### config.mk
export PLATFORM = sky130hd
export DESIGN_NAME = alu_top
export DESIGN_NICKNAME = d
export VERILOG_FILES = /design/src/hdl/alu_pkg.sv /design/src/hdl/alu_adder.sv /design/src/hdl/alu_core.sv /design/src/hdl/axil_slave.sv /design/src/hdl/alu_regs.sv /design/src/hdl/alu_top.sv
export SDC_FILE = /design/constraint.sdc
export NUM_CORES = 1
export LEC_CHECK = 0
export ABC_AREA = 1
export BUFFER_PORTS_ARGS = -buffer_cell sky130_fd_sc_hd__clkbuf_2
export CAP_MARGIN = 20
export CORE_MARGIN = 2
export CORE_UTILIZATION = 55
export CTS_CLUSTER_SIZE = 28
export DETAILED_ROUTE_END_ITERATION = 10
export HOLD_SLACK_MARGIN = 0.1
export PLACE_DENSITY = 0.73
export SYNTH_ARGS = -nofsm -noshare
export SYNTH_HDL_FRONTEND = slang
export SYNTH_SLANG_ARGS = --single-unit
### constraint.sdc
create_clock -name clk -period 4.6 [get_ports clk]
set_input_delay 0.46 -clock clk [delete_from_list [all_inputs] [get_ports clk]]
set_output_delay 0.46 -clock clk [all_outputs]
set_load 0.02 [all_outputs]
### src/hdl/alu_pkg.sv
package alu_pkg;

    // ----------------------------------------
    // Operation codes
    // ----------------------------------------
    typedef enum logic [3:0] {
        op_add  = 4'd0,
        op_sub  = 4'd1,
        op_neg  = 4'd2,    // Two's complement of A
        op_and  = 4'd3,
        op_or   = 4'd4,
        op_xor  = 4'd5,
        op_slt  = 4'd6,    // Signed A < B
        op_sltu = 4'd7,    // Unsigned A < B
        op_ne   = 4'd8,    // A != B
        op_sll  = 4'd9,
        op_srl  = 4'd10,
        op_sra  = 4'd11    // Sign fill
    } alu_op_e;            // 12..15 undefined, result zero

    // ----------------------------------------
    // Register map
    // ----------------------------------------
    localparam int addr_width = 5;    // Byte offsets 0x00..0x1F

    typedef enum logic [addr_width-1:0] {
        reg_opa    = 5'h00,    // RW
        reg_opb    = 5'h04,    // RW
        reg_op     = 5'h08,    // RW, write launches
        reg_result = 5'h0C,    // RO
        reg_status = 5'h10     // RO
    } reg_addr_e;

    // Status word bit positions
    localparam int unsigned status_done     = 0;
    localparam int unsigned status_overflow = 1;

    // Single register access, one cycle wide
    typedef struct packed {
        logic                  valid;
        logic                  write;    // 1 = write, 0 = read
        logic [addr_width-1:0] addr;
        logic [63:0]           wdata;    // Low data_width bits used
    } reg_req_t;

    // Same-cycle answer from the register block
    typedef struct packed {
        logic [63:0] rdata;
        logic        err;    // Maps to SLVERR
    } reg_rsp_t;

endpackage

### src/hdl/alu_adder.sv
module alu_adder #(
    parameter int data_width = 32
) (
    input  logic                  subtract,    // 1 = a - b
    input  logic [data_width-1:0] a,
    input  logic [data_width-1:0] b,
    output logic [data_width-1:0] sum,
    output logic                  overflow     // Signed overflow
);

    logic [data_width-1:0] b_eff;    // b or ~b
    logic                  sign_a;
    logic                  sign_b;
    logic                  sign_s;

    // Subtract as a + ~b + 1
    assign b_eff = subtract ? ~b : b;
    assign sum   = a + b_eff + {{(data_width-1){1'b0}}, subtract};

    assign sign_a = a[data_width-1];
    assign sign_b = b_eff[data_width-1];
    assign sign_s = sum[data_width-1];

    // Same-sign inputs, result flipped sign
    assign overflow = (sign_a == sign_b) && (sign_s != sign_a);

endmodule

### src/hdl/alu_core.sv
module alu_core import alu_pkg::*; #(
    parameter int data_width = 32
) (
    input  alu_op_e               op,
    input  logic [data_width-1:0] opa,
    input  logic [data_width-1:0] opb,
    output logic [data_width-1:0] res,
    output logic                  overflow
);

    localparam int shamt_width = $clog2(data_width);

    logic                   add_sub;     // Adder mode select
    logic [data_width-1:0]  add_sum;
    logic                   add_ovf;
    logic [shamt_width-1:0] shamt;       // Low bits of B only
    logic                   cmp_flag;    // Compare outcome, 1 bit
    logic                   sign_a;
    logic                   sign_b;

    assign shamt  = opb[shamt_width-1:0];
    assign sign_a = opa[data_width-1];
    assign sign_b = opb[data_width-1];

    // ----------------------------------------
    // Operation select
    // ----------------------------------------
    always_comb begin
        add_sub  = 1'b0;    // Defaults, most ops leave adder idle
        overflow = 1'b0;
        cmp_flag = 1'b0;
        res      = '0;
        case (op)
            op_add: begin
                res      = add_sum;
                overflow = add_ovf;
            end
            op_sub: begin
                add_sub  = 1'b1;
                res      = add_sum;
                overflow = add_ovf;
            end
            op_neg: res = -opa;    // 0 - A
            op_and: res = opa & opb;
            op_or:  res = opa | opb;
            op_xor: res = opa ^ opb;
            op_slt: begin
                add_sub = 1'b1;
                // Differing signs decide directly
                if (sign_a != sign_b) begin
                    cmp_flag = sign_a;
                end else begin
                    cmp_flag = add_sum[data_width-1];    // Sign of A - B
                end
                res = {{(data_width-1){1'b0}}, cmp_flag};
            end
            op_sltu: begin
                cmp_flag = (opa < opb);
                res      = {{(data_width-1){1'b0}}, cmp_flag};
            end
            op_ne: begin
                add_sub  = 1'b1;
                cmp_flag = |add_sum;    // Non-zero difference
                res      = {{(data_width-1){1'b0}}, cmp_flag};
            end
            op_sll: res = opa << shamt;
            op_srl: res = opa >> shamt;    // Zero fill
            op_sra: res = $unsigned($signed(opa) >>> shamt);
            default: res = '0;    // Codes 12..15
        endcase
    end

    // ----------------------------------------
    // Shared add/subtract
    // ----------------------------------------
    alu_adder #(
        .data_width (data_width)
    ) adder_inst0 (
        .subtract   (add_sub),
        .a          (opa),
        .b          (opb),
        .sum        (add_sum),
        .overflow   (add_ovf)
    );

endmodule

### src/hdl/axil_slave.sv
module axil_slave import alu_pkg::*; #(
    parameter int data_width = 32
) (
    input  logic                    clk,
    input  logic                    rst_n,
    // Write address
    input  logic [addr_width-1:0]   awaddr,
    input  logic                    awvalid,
    output logic                    awready,
    // Write data
    input  logic [data_width-1:0]   wdata,
    input  logic [data_width/8-1:0] wstrb,     // Partial strobes land whole
    input  logic                    wvalid,
    output logic                    wready,
    // Write response
    output logic [1:0]              bresp,
    output logic                    bvalid,
    input  logic                    bready,
    // Read address
    input  logic [addr_width-1:0]   araddr,
    input  logic                    arvalid,
    output logic                    arready,
    // Read data
    output logic [data_width-1:0]   rdata,
    output logic [1:0]              rresp,
    output logic                    rvalid,
    input  logic                    rready,
    // Register block side
    output reg_req_t                req,
    input  reg_rsp_t                rsp
);

    localparam logic [1:0] resp_okay   = 2'b00;
    localparam logic [1:0] resp_slverr = 2'b10;

    logic wr_acc;    // Write handshake this cycle
    logic rd_acc;    // Read handshake this cycle

    // ----------------------------------------
    // Acceptance and arbitration
    // ----------------------------------------
    // Address and data taken together, blocked while bvalid pending
    assign wr_acc = awvalid && wvalid && !bvalid;

    // Write wins a tie, read retried next cycle
    assign rd_acc = arvalid && !rvalid && !wr_acc;

    assign awready = wr_acc;
    assign wready  = wr_acc;
    assign arready = rd_acc;

    // One request per accepted access
    always_comb begin
        req       = '0;
        req.valid = wr_acc || rd_acc;
        req.write = wr_acc;
        req.addr  = wr_acc ? awaddr : araddr;
        req.wdata[data_width-1:0] = wdata;
    end

    // ----------------------------------------
    // Response channels
    // ----------------------------------------
    always_ff @(posedge clk) begin
        if (!rst_n) begin
            bvalid <= 1'b0;
            rvalid <= 1'b0;
        end else begin
            if (wr_acc) begin
                bvalid <= 1'b1;    // Next edge after handshake
            end else if (bready) begin
                bvalid <= 1'b0;    // Host took it
            end
            if (rd_acc) begin
                rvalid <= 1'b1;
            end else if (rready) begin
                rvalid <= 1'b0;
            end
        end
    end

    // Response payload, captured with the handshake
    always_ff @(posedge clk) begin
        if (wr_acc) begin
            bresp <= rsp.err ? resp_slverr : resp_okay;
        end
        if (rd_acc) begin
            rdata <= rsp.rdata[data_width-1:0];
            rresp <= rsp.err ? resp_slverr : resp_okay;
        end
    end

endmodule

### src/hdl/alu_regs.sv
module alu_regs import alu_pkg::*; #(
    parameter int data_width = 32
) (
    input  logic                  clk,
    input  logic                  rst_n,
    input  reg_req_t              req,
    output reg_rsp_t              rsp,
    // To the core
    output logic [data_width-1:0] opa,
    output logic [data_width-1:0] opb,
    output alu_op_e               op,
    // From the core
    input  logic [data_width-1:0] res,
    input  logic                  overflow
);

    logic [data_width-1:0] opa_q;
    logic [data_width-1:0] opb_q;
    alu_op_e               op_q;
    logic [data_width-1:0] result_q;
    logic                  ovf_q;       // Status overflow
    logic                  done_q;      // Status done
    logic                  launch_q;    // One cycle after reg_op write

    logic [data_width-1:0] rd_word;
    logic                  err;
    logic                  wr_en;

    // ----------------------------------------
    // Offset decode and read mux
    // ----------------------------------------
    always_comb begin
        err     = 1'b0;
        rd_word = '0;
        case (req.addr)
            reg_opa: rd_word = opa_q;
            reg_opb: rd_word = opb_q;
            reg_op:  rd_word[3:0] = op_q;    // Zero-extended code
            reg_result: begin
                rd_word = result_q;
                err     = req.write;    // Read-only
            end
            reg_status: begin
                rd_word[status_done]     = done_q;
                rd_word[status_overflow] = ovf_q;
                err                      = req.write;
            end
            default: err = 1'b1;    // Unmapped or unaligned
        endcase
    end

    always_comb begin
        rsp                       = '0;
        rsp.rdata[data_width-1:0] = rd_word;
        rsp.err                   = err;
    end

    // Errored writes change nothing
    assign wr_en = req.valid && req.write && !err;

    // ----------------------------------------
    // Registers, launch and capture
    // ----------------------------------------
    always_ff @(posedge clk) begin
        if (!rst_n) begin
            opa_q    <= '0;
            opb_q    <= '0;
            op_q     <= op_add;    // Code 0
            result_q <= '0;
            ovf_q    <= 1'b0;
            done_q   <= 1'b0;
            launch_q <= 1'b0;
        end else begin
            launch_q <= 1'b0;
            if (wr_en) begin
                case (req.addr)
                    reg_opa: begin
                        opa_q  <= req.wdata[data_width-1:0];
                        done_q <= 1'b0;    // Result now stale
                    end
                    reg_opb: begin
                        opb_q  <= req.wdata[data_width-1:0];
                        done_q <= 1'b0;
                    end
                    reg_op: begin
                        op_q     <= alu_op_e'(req.wdata[3:0]);
                        launch_q <= 1'b1;
                    end
                    default: ;
                endcase
            end
            // Operands and code already settled
            if (launch_q) begin
                result_q <= res;
                ovf_q    <= overflow;
                done_q   <= 1'b1;
            end
        end
    end

    assign opa = opa_q;
    assign opb = opb_q;
    assign op  = op_q;

endmodule

### src/hdl/alu_top.sv
module alu_top import alu_pkg::*; #(
    parameter int data_width = 32
) (
    input  logic                    clk,
    input  logic                    rst_n,
    // AXI4-Lite slave
    input  logic [addr_width-1:0]   awaddr,
    input  logic                    awvalid,
    output logic                    awready,
    input  logic [data_width-1:0]   wdata,
    input  logic [data_width/8-1:0] wstrb,
    input  logic                    wvalid,
    output logic                    wready,
    output logic [1:0]              bresp,
    output logic                    bvalid,
    input  logic                    bready,
    input  logic [addr_width-1:0]   araddr,
    input  logic                    arvalid,
    output logic                    arready,
    output logic [data_width-1:0]   rdata,
    output logic [1:0]              rresp,
    output logic                    rvalid,
    input  logic                    rready
);

    reg_req_t              req;    // Slave to register block
    reg_rsp_t              rsp;
    logic [data_width-1:0] opa;    // Register block to core
    logic [data_width-1:0] opb;
    alu_op_e               op;
    logic [data_width-1:0] res;    // Core back to register block
    logic                  overflow;

    // ----------------------------------------
    // Bus front end
    // ----------------------------------------
    axil_slave #(
        .data_width (data_width)
    ) slave_inst0 (
        .clk     (clk),
        .rst_n   (rst_n),
        .awaddr  (awaddr),
        .awvalid (awvalid),
        .awready (awready),
        .wdata   (wdata),
        .wstrb   (wstrb),
        .wvalid  (wvalid),
        .wready  (wready),
        .bresp   (bresp),
        .bvalid  (bvalid),
        .bready  (bready),
        .araddr  (araddr),
        .arvalid (arvalid),
        .arready (arready),
        .rdata   (rdata),
        .rresp   (rresp),
        .rvalid  (rvalid),
        .rready  (rready),
        .req     (req),
        .rsp     (rsp)
    );

    // Register block steers the core
    alu_regs #(
        .data_width (data_width)
    ) regs_inst0 (
        .clk      (clk),
        .rst_n    (rst_n),
        .req      (req),
        .rsp      (rsp),
        .opa      (opa),
        .opb      (opb),
        .op       (op),
        .res      (res),
        .overflow (overflow)
    );

    alu_core #(
        .data_width (data_width)
    ) core_inst0 (
        .op       (op),
        .opa      (opa),
        .opb      (opb),
        .res      (res),
        .overflow (overflow)
    );

endmodule

**Yosys cells after proc, flatten, opt, wreduce, memory -nomap -nowiden**

Index checks and enable logic that the tools add are counted.

- Bits in registers: 141
- Bits in latches: 0
- RAM bits: 0
- Memory bits (read-only): 0
- Input bits: 53
- Output and inout bits: 41
- Memories: 0

- $add $sub $neg: 3
- $mul: 0
- Div/mod/pow operators: 0
- Magnitude comparators: 1
- Equal/unequal tests: 18
- Shift operators: 3
- Mux-type cells: 19
- Bitwise gates (word level): 4
- Reductions and logical operators: 29

Operator list:

| cell | count |
|---|---|
| $pmux 32 s11 | 1 |
| $pmux 28 s3 | 1 |
| $add 32x1->32 | 1 |
| $add 32x32->32 | 1 |
| $and 32x32->32 | 1 |
| $lt 32x32->1 | 1 |
| $mux 32 | 1 |
| $neg 32->32 | 1 |
| $not 32->32 | 1 |
| $or 32x32->32 | 1 |
| $reduce_or 32->1 | 1 |
| $shl 32x5->32 | 1 |
| $shr 32x5->32 | 1 |
| $sshr 32x5->32 | 1 |
| $xor 32x32->32 | 1 |
| $eq 4x3->1 const B | 4 |
| $eq 4x4->1 const B | 4 |
| $mux 1 | 11 |
| $eq 5x4->1 const B | 2 |
| $pmux 2 s5 | 1 |
| $reduce_and 2->1 | 5 |
| $eq 4x2->1 const B | 2 |
| $pmux 2 s4 | 1 |
| $reduce_bool 2->1 | 4 |
| other kinds (15) | 28 |

**Longest topological paths before layout**

Gate-level depths: netlist (run 1).

- Depth after elaboration: 10
- Mapped depth: 27
- Gate-level depth less buffers: 26

**Modules after synthesis**

From an unflattened synthesis (run 1), not the netlist that was laid out.

- Cell total of the unflattened synthesis: 2784
- Area total of the unflattened synthesis: 16477.1 µm²

By module, submodules not included:

| module | instances | cells each | area an instance (µm²) | seq. area each (µm²) |
|---|---|---|---|---|
| alu_core | 1 | 1471 | 7390.8 | 0.0 |
| alu_regs | 1 | 724 | 4884.7 | 2062.0 |
| alu_adder | 1 | 454 | 2489.9 | 0.0 |
| axil_slave | 1 | 135 | 1711.6 | 1061.0 |

**Worst setup path before layout (run 1)**

No wires, ideal clock.

- Path type: register to register
- Start point: register regs_inst0.op_q[1], in the netlist regs_inst0.op[1]
- End point: register regs_inst0.result_q[0]
- Setup time: 0.119 ns
- Arrival: 3.093 ns
- Required time: 4.481 ns
- Path slack: 1.388 ns
- Stages on the path, launching flop included: 26
- Clock period less this slack: 3.212 ns
- Cell sequence: dfxtp_1 > inv_2 > nor2_2 > nand2_2 > nand3_1 > buf_1 > xor2_1 > ha_1 > a21oi_1 > inv_1 > nor2_1 > nor2_1 > nor2_1 > nand2_1 > nand2_1 > nand2_1 > nand2_1 > nand2_1 > nor2_1 > nand3_1 > nor2_1 > nand3_1 > o21bai_1 > nand2_1 > nand2_1 > a21oi_1

- Word-level cells in the longest chain between the ends: 8

Ends and longest elaborated chain:

| element | line | RTL |
|---|---|---|
| start: declaration | alu_regs.sv:19 | `alu_op_e op_q;` |
| start signal: assignment | alu_regs.sv:68 | `op_q <= op_add;` |
| start signal: assignment | alu_regs.sv:86 | `op_q <= alu_op_e'(req.wdata[3:0]);` |
| $eq 4x1->1, or another cell as far along | alu_core.sv:33 | `case (op)` |
| $reduce_or 3->1 (no source line) | - |  |
| $mux 1 | alu_core.sv:33 |  |
| $mux 32 | alu_adder.sv:17 | `assign b_eff = subtract ? ~b : b;` |
| $add 32x32->32 | alu_adder.sv:18 | `assign sum = a + b_eff + {{(data_width-1){1'b0}}, subtract};` |
| $add 32x1->32 | alu_adder.sv:18 |  |
| $reduce_or 32->1 or $mux 1 (tied branches) | alu_core.sv:63, alu_core.sv:50 |  |
| $pmux 32 s11 (*) | alu_core.sv:33 |  |
| end signal: assignment | alu_regs.sv:94 | `result_q <= res;` |
| end: declaration | alu_regs.sv:20 | `logic [data_width-1:0] result_q;` |

Mark *: on every way between the ends. The rest lies on a longest branch, timed or not.
A chain may end at the register's enable or synchronous reset.

**Worst setup path after layout (run 1)**

- Start point: register regs_inst0.op_q[3], in the netlist regs_inst0.op[3]
- End point: register regs_inst0.result_q[0]

Same word-level chain as after synthesis.

==> results of run 1 <==
==> through the flow <==
| step | hold slack (ns) | std cells | setup WS, ns |
|---|---|---|---|
| 2_1_floorplan | 0.445 | 2317 | 1.39 |
| 3_3_place_gp | 0.453 | 2645 | 0.503 |
| 5_1_grt | 0.299 | 2677 | 0.00676 |
| 6_report | 0.284 | 2678 | 0.250 |
| 4_1_cts | 0.286 | 2677 | 0.442 |
| 3_5_place_dp | 0.455 | 2645 | 0.448 |
==> kinds of logic (layout without fill, tap and decap cells) <==
family,count (synthesis),after routing,synth area share
buffers and inverters,378,403,0.103
other,1,3,0.000257
flip-flops,139,139,0.214
multiplexers,11,11,0.00756
AO/OA/AOI/OAI,649,649,0.255
AND/OR/NAND/NOR,963,963,0.280
XOR/XNOR,43,43,0.0259
adder cells (fa/ha/maj),132,132,0.114
==> cell usage after synthesis, drive strengths merged (9+ instances only) <==
cell     number  share of area
nand2       610           0.16
o21ai       253          0.087
inv         244          0.063
a21oi       238          0.082
nor2        166          0.047
ha          131           0.11
dfxtp       105           0.14
nand3       100          0.036
clkbuf       73          0.019
buf          56          0.020
o211ai       55          0.029
xor2         38          0.023
edfxtp       34          0.070
nor3         34          0.013
nand4        24          0.011
a221oi       20          0.012
o2111ai      12         0.0072
mux2i        11         0.0076
nor4         11         0.0058
o21bai       10         0.0052
or2          10         0.0043
o21a          9         0.0046
o221ai        9         0.0054
==> cell type report <==
class	count	area, µm²
Clock inverter	11	133
Multi-Input combinational cell	1800	9990
Timing Repair Buffer	122	711
Clock buffer	21	472
Fill cell	2546	10300
Antenna cell	1	2.50
Tap cell	335	419
Inverter	249	936
Sequential cell	139	3130
==> registers in the layout (all words and copies together), names as in the netlist <==
register	cells
slave_inst0.rvalid	1
regs_inst0.ovf_q	1
regs_inst0.opa	32
regs_inst0.result_q	32
slave_inst0.rresp	1
regs_inst0.op	4
slave_inst0.bvalid	1
regs_inst0.launch_q	1
slave_inst0.rdata	32
regs_inst0.done_q	1
regs_inst0.opb	32
slave_inst0.bresp	1
==> metal layers <==
layer,GRT usage,wire length [µm],share of wire,vias up
met5,0.00870,12,0.00019,-
li1,-,-,-,7837
met4,0.197,3110,0.050,2
met2,0.684,27200,0.44,1028
met3,0.139,7990,0.13,211
met1,0.543,23500,0.38,7909
==> final timing paths <==
check,slack [ns],start,endpoint
hold / removal,0.28,bready,slave_inst0.bvalid$_SDFFE_PN0P_
hold reg to reg,0.47,regs_inst0.result_q[25]$_SDFFE_PN0P_,regs_inst0.result_q[25]$_SDFFE_PN0P_
setup / recovery,0.25,regs_inst0.op[3]$_SDFFE_PN0P_,regs_inst0.result_q[0]$_SDFFE_PN0P_
setup reg to reg,0.25,regs_inst0.op[3]$_SDFFE_PN0P_,regs_inst0.result_q[0]$_SDFFE_PN0P_
==> power breakdown <==
group	internal (mW)	leakage [nW]	switching [mW]
registers	1.27	1.18	0.00733
logic	0.0514	5.95	0.130
clock network	0.855	0.290	0.638
==> worst max-delay path: stages (launching register included) <==
cell      delay [ns]
dfxtp_1         0.39
inv_1           0.08
nor2_1          0.18
nand2_1         0.15
nand4_2         0.31
nand2_1         0.13
fa_1            0.46
inv_1           0.22
nand3_1         0.13
nand2_1         0.23
nand2_1         0.11
nand3_1         0.17
nand4_1         0.21
nand2_1         0.12
nand2_1         0.05
nand2_1         0.24
nand4_1         0.13
nor2_1          0.33
nand2_1         0.14
o21bai_1        0.20
nand2_1         0.07
nand2_1         0.07
a21oi_1         0.06
==> run summary, run 1 <==
The routed wire length per instance is between 20 and 25 µm. The initial antenna violation count came to 1. Synthesis produced a netlist whose cell count is between 2000 and 2500. The number of placed I/O pins is 94. After synthesis the cells add up to 14600 µm². Before antenna repair, the detailed router went through 9 iterations. For this configuration, the core starts out at a cell density of 0.559. The overall via count from detail_route came out at 17000. Among all flip-flop cells after synthesis, the most frequent one is dfxtp_1. The number of hold-slack violations in the final timing report is 0.

The final worst clock skew came out at 0.0132 ns. The estimated wirelength of the detail-placed design came out at 47.0 mm. For this run, the share of the core covered by cells in the final layout is 0.606.

The number of cells on the worst reg-to-reg path came out at 22. The layout-stage area growth over the synthesis result is 8.36%. In this run the power density over the cells is 187 nW/µm². The max-cap violation count came out at 0. The total number of placement rows is 59. The sequential-to-total area share from yosys stat is 0.214. The async set-or-reset flop fraction in the synthesized netlist is 0.

The endpoint required time on the critical path is 4.88 ns. The number of sinks driven by the clock tree came out at 139. In this run the horizontal extent of the chip is 167 µm. Entering global routing, the biggest net connects 84 pins.

Dividing the detail-routed via count by the number of cells gives 6.34. The net count of the finished layout came out at 2514. The synthesized design contains 34 enable-type register cells.

The leakage power total is 7.42 nW. The global-route wire length before repair is 93.3 mm. The library cell used most frequently in the layout, excluding fill and tap cells, is nand2_1.

The clock-pin slew on the worst setup and hold paths is around 0.070 ns. Of all nets on the critical path, the largest fanout is 5. The height of the die is 167 µm. The number of buffers added by the clock tree synthesis step is 17. The total negative slack came out at 0 ns. The hold buffer count at cts is 0. After detailed routing, the number of remaining DRC violations is 0. The via count of the first global-routing pass came out at 16000.

The maximum frequency from static timing analysis came out at 0.230 GHz. The number of buffers added for setup after CTS is 0. The data arrival time of the worst path came out at 4.63 ns. The worst setup path is of the reg2reg kind.

The remaining antenna violation count came out at 0. Power comes to 2.95 mW. The run finished with clean final reports.

The total grt overflow is 0. The library cells used most frequently in the layout, excluding fill and tap cells, are nand2_1 (601), a21oi_1 (236), inv_1 (227). The warning count from the yosys run came out at 0. The proportion of layout cells with a drive suffix above 1 is 0.0952. The overall routing resource usage came out at 0.434. Counting along the longest clock path gives a buffer depth of 2. The tightest slew margin relative to the limit came out at 0.258.

Clock latency on the worst-skew pair, taken at its later pin, is 0.44 ns. The highest ir drop seen on vdd came out at 0.218 mV. The count of routing violations after the opening detailed-route iteration is 2227. The buffer cell driving the clock tree root is clkbuf_16.

Setup repair after global routing left no endpoint under its margin. TritonCTS built the clock tree. The number of levels the H-tree was split into came out at 4. The core region is 26100 µm². Counting instances, the worst hold path has a depth of 4. The worst setup path is launched from a flop. The number of instances resized during post-cts repair is 0. The post-synthesis average cell area came out at 6.29 µm².

The total of endpoints with negative setup slack in the final report is 0. The class of the worst hold path is in2reg. Synthesis inferred roughly 140 register bits. The area of the die came out at 27800 µm². The post-layout instance area came out at between 15000 and 20000 µm².

The routability congestion estimate came out at 1.08. The netlist uses 65 different library cells. The part of the cycle the worst path needs came out at 0.946.

STA classifies the critical path endpoint as a flop. The number of pins with negative max-slew slack in the final report is 0. The transition at the pin with the smallest max-transition slack is 1.11 ns. The total placed instance area is 15200 µm². The shortest period the worst path allows came out at 4.35 ns. The port buffer count is just under 90. The final layout contains routed wiring with a total length of a little over 60 mm.
(Power assumes the default switching activity.)
==> run 2, diff against run 1 <==
Settings changed: CORE_ASPECT_RATIO set to 2.
==> run summary, run 2 (synthesized netlist as in run 1, its figures left out) <==
The initial standard-cell utilization of the core is 0.557 (-0.00238). The routed wire length per instance came out at 25.2 µm (+9.1%). The root buffer cell chosen for the clock tree is clkbuf_16. The die span in x is 119 µm (-29%). The initial antenna violation count is 1 (unchanged). The smallest hold slack came to 0.271 ns (-0.0130 ns). The max-cap violation count came out at 0 (unchanged). The number of buffers added by the clock tree synthesis step came out at 17 (unchanged). The number of sinks driven by the clock tree is 139 (unchanged).

The part of the cycle the worst path needs came out at 0.959 (+0.0133). The first-pass iteration count of the detailed router came to 7 (-2). The count of routing violations after the opening detailed-route iteration came out at 2224 (-0.13%). In this run the top signal layer used is met5. The routability congestion estimate is 1.10 (+1.3%). The port buffer count is 87 (unchanged).

The leakage power total is 7.46 nW (+0.55%). The most numerous cell type found on the critical path is nand2_1. The deepest clock path buffer count is 2 (unchanged). The number of pins with negative max-slew slack in the final report is 0 (unchanged).

The number of remaining DRC errors came out at 0 (unchanged). The number of buffers and inverters on the critical path was 4 (+2). The endpoint required time on the critical path came out at 4.89 ns (about the same). The TritonCTS clock tree is done. The proportion of layout cells with a drive suffix above 1 is 0.0991 (+0.00389). The shortest period the worst path allows is 4.41 ns (+0.0611 ns). The library cells used most frequently in the layout, excluding fill and tap cells, are nand2_1 (601), a21oi_1 (236), inv_1 (227). The amount of wire on met2 after detailed routing came out at 31.4 mm (+16%).

The global-route wire length before repair was 98.9 mm (+6.0%). The worst-path maximum fanout was 5 (unchanged). The final worst clock skew came out at 0.00937 ns (-0.00384 ns). The data arrival time of the worst path is 4.70 ns (+0.07 ns). The total power after layout came out at 2.87 mW (-2.6%). The total met3 wirelength after detailed routing is 6.39 mm (-20%).

The clock-pin slew on the worst setup and hold paths is 0.07 ns (about the same). The later-pin clock latency in the skew report is 0.44 ns (about the same). The number of vias per cell after detailed routing is 6.50 (+2.4%).

The maximum frequency from static timing analysis came out at 0.227 GHz (-1.4%). The net count of the finished layout came to 2523 (+0.36%). The largest net degree at the start of global routing is 72 (-14%). The area of the die is 27900 µm² (+0.28%).

The final antenna diode count came out at 0 (-1). The via count of the first global-routing pass came out at 16500 (+3.0%). The total number of placement rows came out at 84 (+42%).

The library cell used most frequently in the layout, excluding fill and tap cells, is nand2_1. The overall routing resource usage came out at 0.481 (+0.0472). The power density over the cells is 181 nW/µm² (-3.1%). The highest ir drop seen on vdd is 0.255 mV (+17%). The min-delay analysis places its worst path in the category in2reg. The number of buffers added for setup after CTS came out at 0 (unchanged). The core area came out at 26200 µm² (+0.43%).

The critical path is of the reg2reg type. The overall via count from detail_route is 17500 (+3.1%). The setup slack after layout came out at 0.189 ns (-0.0611 ns). The run finished with clean final reports. The estimated wirelength of the detail-placed design is 52.4 mm (+11%).

The peak per-stage delay on the critical path is 0.43 ns (-0.03 ns). The tightest slew margin relative to the limit is 0.317 (+0.0595). The remaining antenna violation count came to 0 (unchanged).

The wire length reported by the detailed router is 67.8 mm (+9.8%). The number of levels the H-tree was split into is 4 (unchanged). The number of hold-slack violations in the final timing report is 0 (unchanged). The worst-case setup slack after placement came out at 0.290 ns (-0.158 ns). The sum of routed wire segments on met1 is 21.1 mm (-10%).

The total negative slack was 0 ns (unchanged). The total of endpoints with negative setup slack in the final report is 0 (unchanged). The transition at the pin with the smallest max-transition slack came out at 1.02 ns (-0.0967 ns). STA classifies the critical path startpoint as a flop. On the critical path, the stage with the largest delay is an instance of fa_1. The cell family contributing the most delay on the critical path is simple AND/OR/NAND/NOR gates.

The area growth from synthesis to layout is 8.88%. The number of placed I/O pins came out at 94 (unchanged). The height of the die is 234 µm (+40%). The critical path endpoint category is a flop. The total grt overflow was 0 (unchanged).
[run 2: cell count changes in the layout (fill, tap and decap cells not counted), sizes merged]
| cell | change |
|---|---|
| buf | +9 |
| clkbuf | -4 |
| bufinv | -1 |
| diode | -1 |
| inv | +5 |
[run 2: area by class of cell]
cell class                      count  area [µm²]
Fill cell                        2576       10300
Multi-Input combinational cell   1800        9990
Sequential cell                   139        3130
Inverter                          249         936
Timing Repair Buffer              131         795
Tap cell                          344         430
Clock buffer                       17         425
Clock inverter                     15         156
[run 2: metrics by stage]
| step | utilization | instances | cell area [µm²] |
|---|---|---|---|
| floorplan | - | 2317 | 14600 |
| global placement | 0.583 | 2663 | 15300 |
| detailed placement | 0.583 | 2663 | 15300 |
| CTS | 0.606 | 2695 | 15800 |
| global route | 0.606 | 2695 | 15900 |
| finish | 0.606 | 2695 | 15900 |
[run 2: power by group]
part           internal (mW)  switching [mW]  leakage [nW]
combinational         0.0528           0.135          6.00
clock                  0.766           0.643         0.283
sequential              1.27         0.00707          1.18
total                   2.09           0.785          7.46
[run 2: worst reg2reg max path: cells and delay by family, from the launching register on]
family | cells | cell delay (ns)
xor gates and xnor gates | 2 | 0.43
adders and majority gates | 1 | 0.43
buffers and inverters | 4 | 0.52
DFF | 1 | 0.37
and+or+nand+nor | 16 | 2.29
AOI/OAI and AO/OA | 2 | 0.23
[run 2: what timing repair did]
item,4_1_cts,5_1_grt
gates resized for setup,0,3
endpoints found under the setup margin,0,1
hold buffers,0,0
[run 2: metal layers]
layer,up-vias,track usage
met5,-,0
met4,2,0.495
met3,484,0.101
met2,1235,0.804
met1,7956,0.482
li1,7833,-
[run 2: worst paths after layout]
| kind | slack [ns] | end | cells after the start | start |
|---|---|---|---|---|
| setup / recovery | 0.19 | regs_inst0.result_q[0]$_SDFFE_PN0P_ | 25 | regs_inst0.op[3]$_SDFFE_PN0P_ |
| hold reg to reg | 0.47 | regs_inst0.result_q[13]$_SDFFE_PN0P_ | 2 | regs_inst0.result_q[13]$_SDFFE_PN0P_ |
| hold / removal | 0.27 | slave_inst0.bvalid$_SDFFE_PN0P_ | 4 | bready |
| setup reg to reg | 0.19 | regs_inst0.result_q[0]$_SDFFE_PN0P_ | 25 | regs_inst0.op[3]$_SDFFE_PN0P_ |
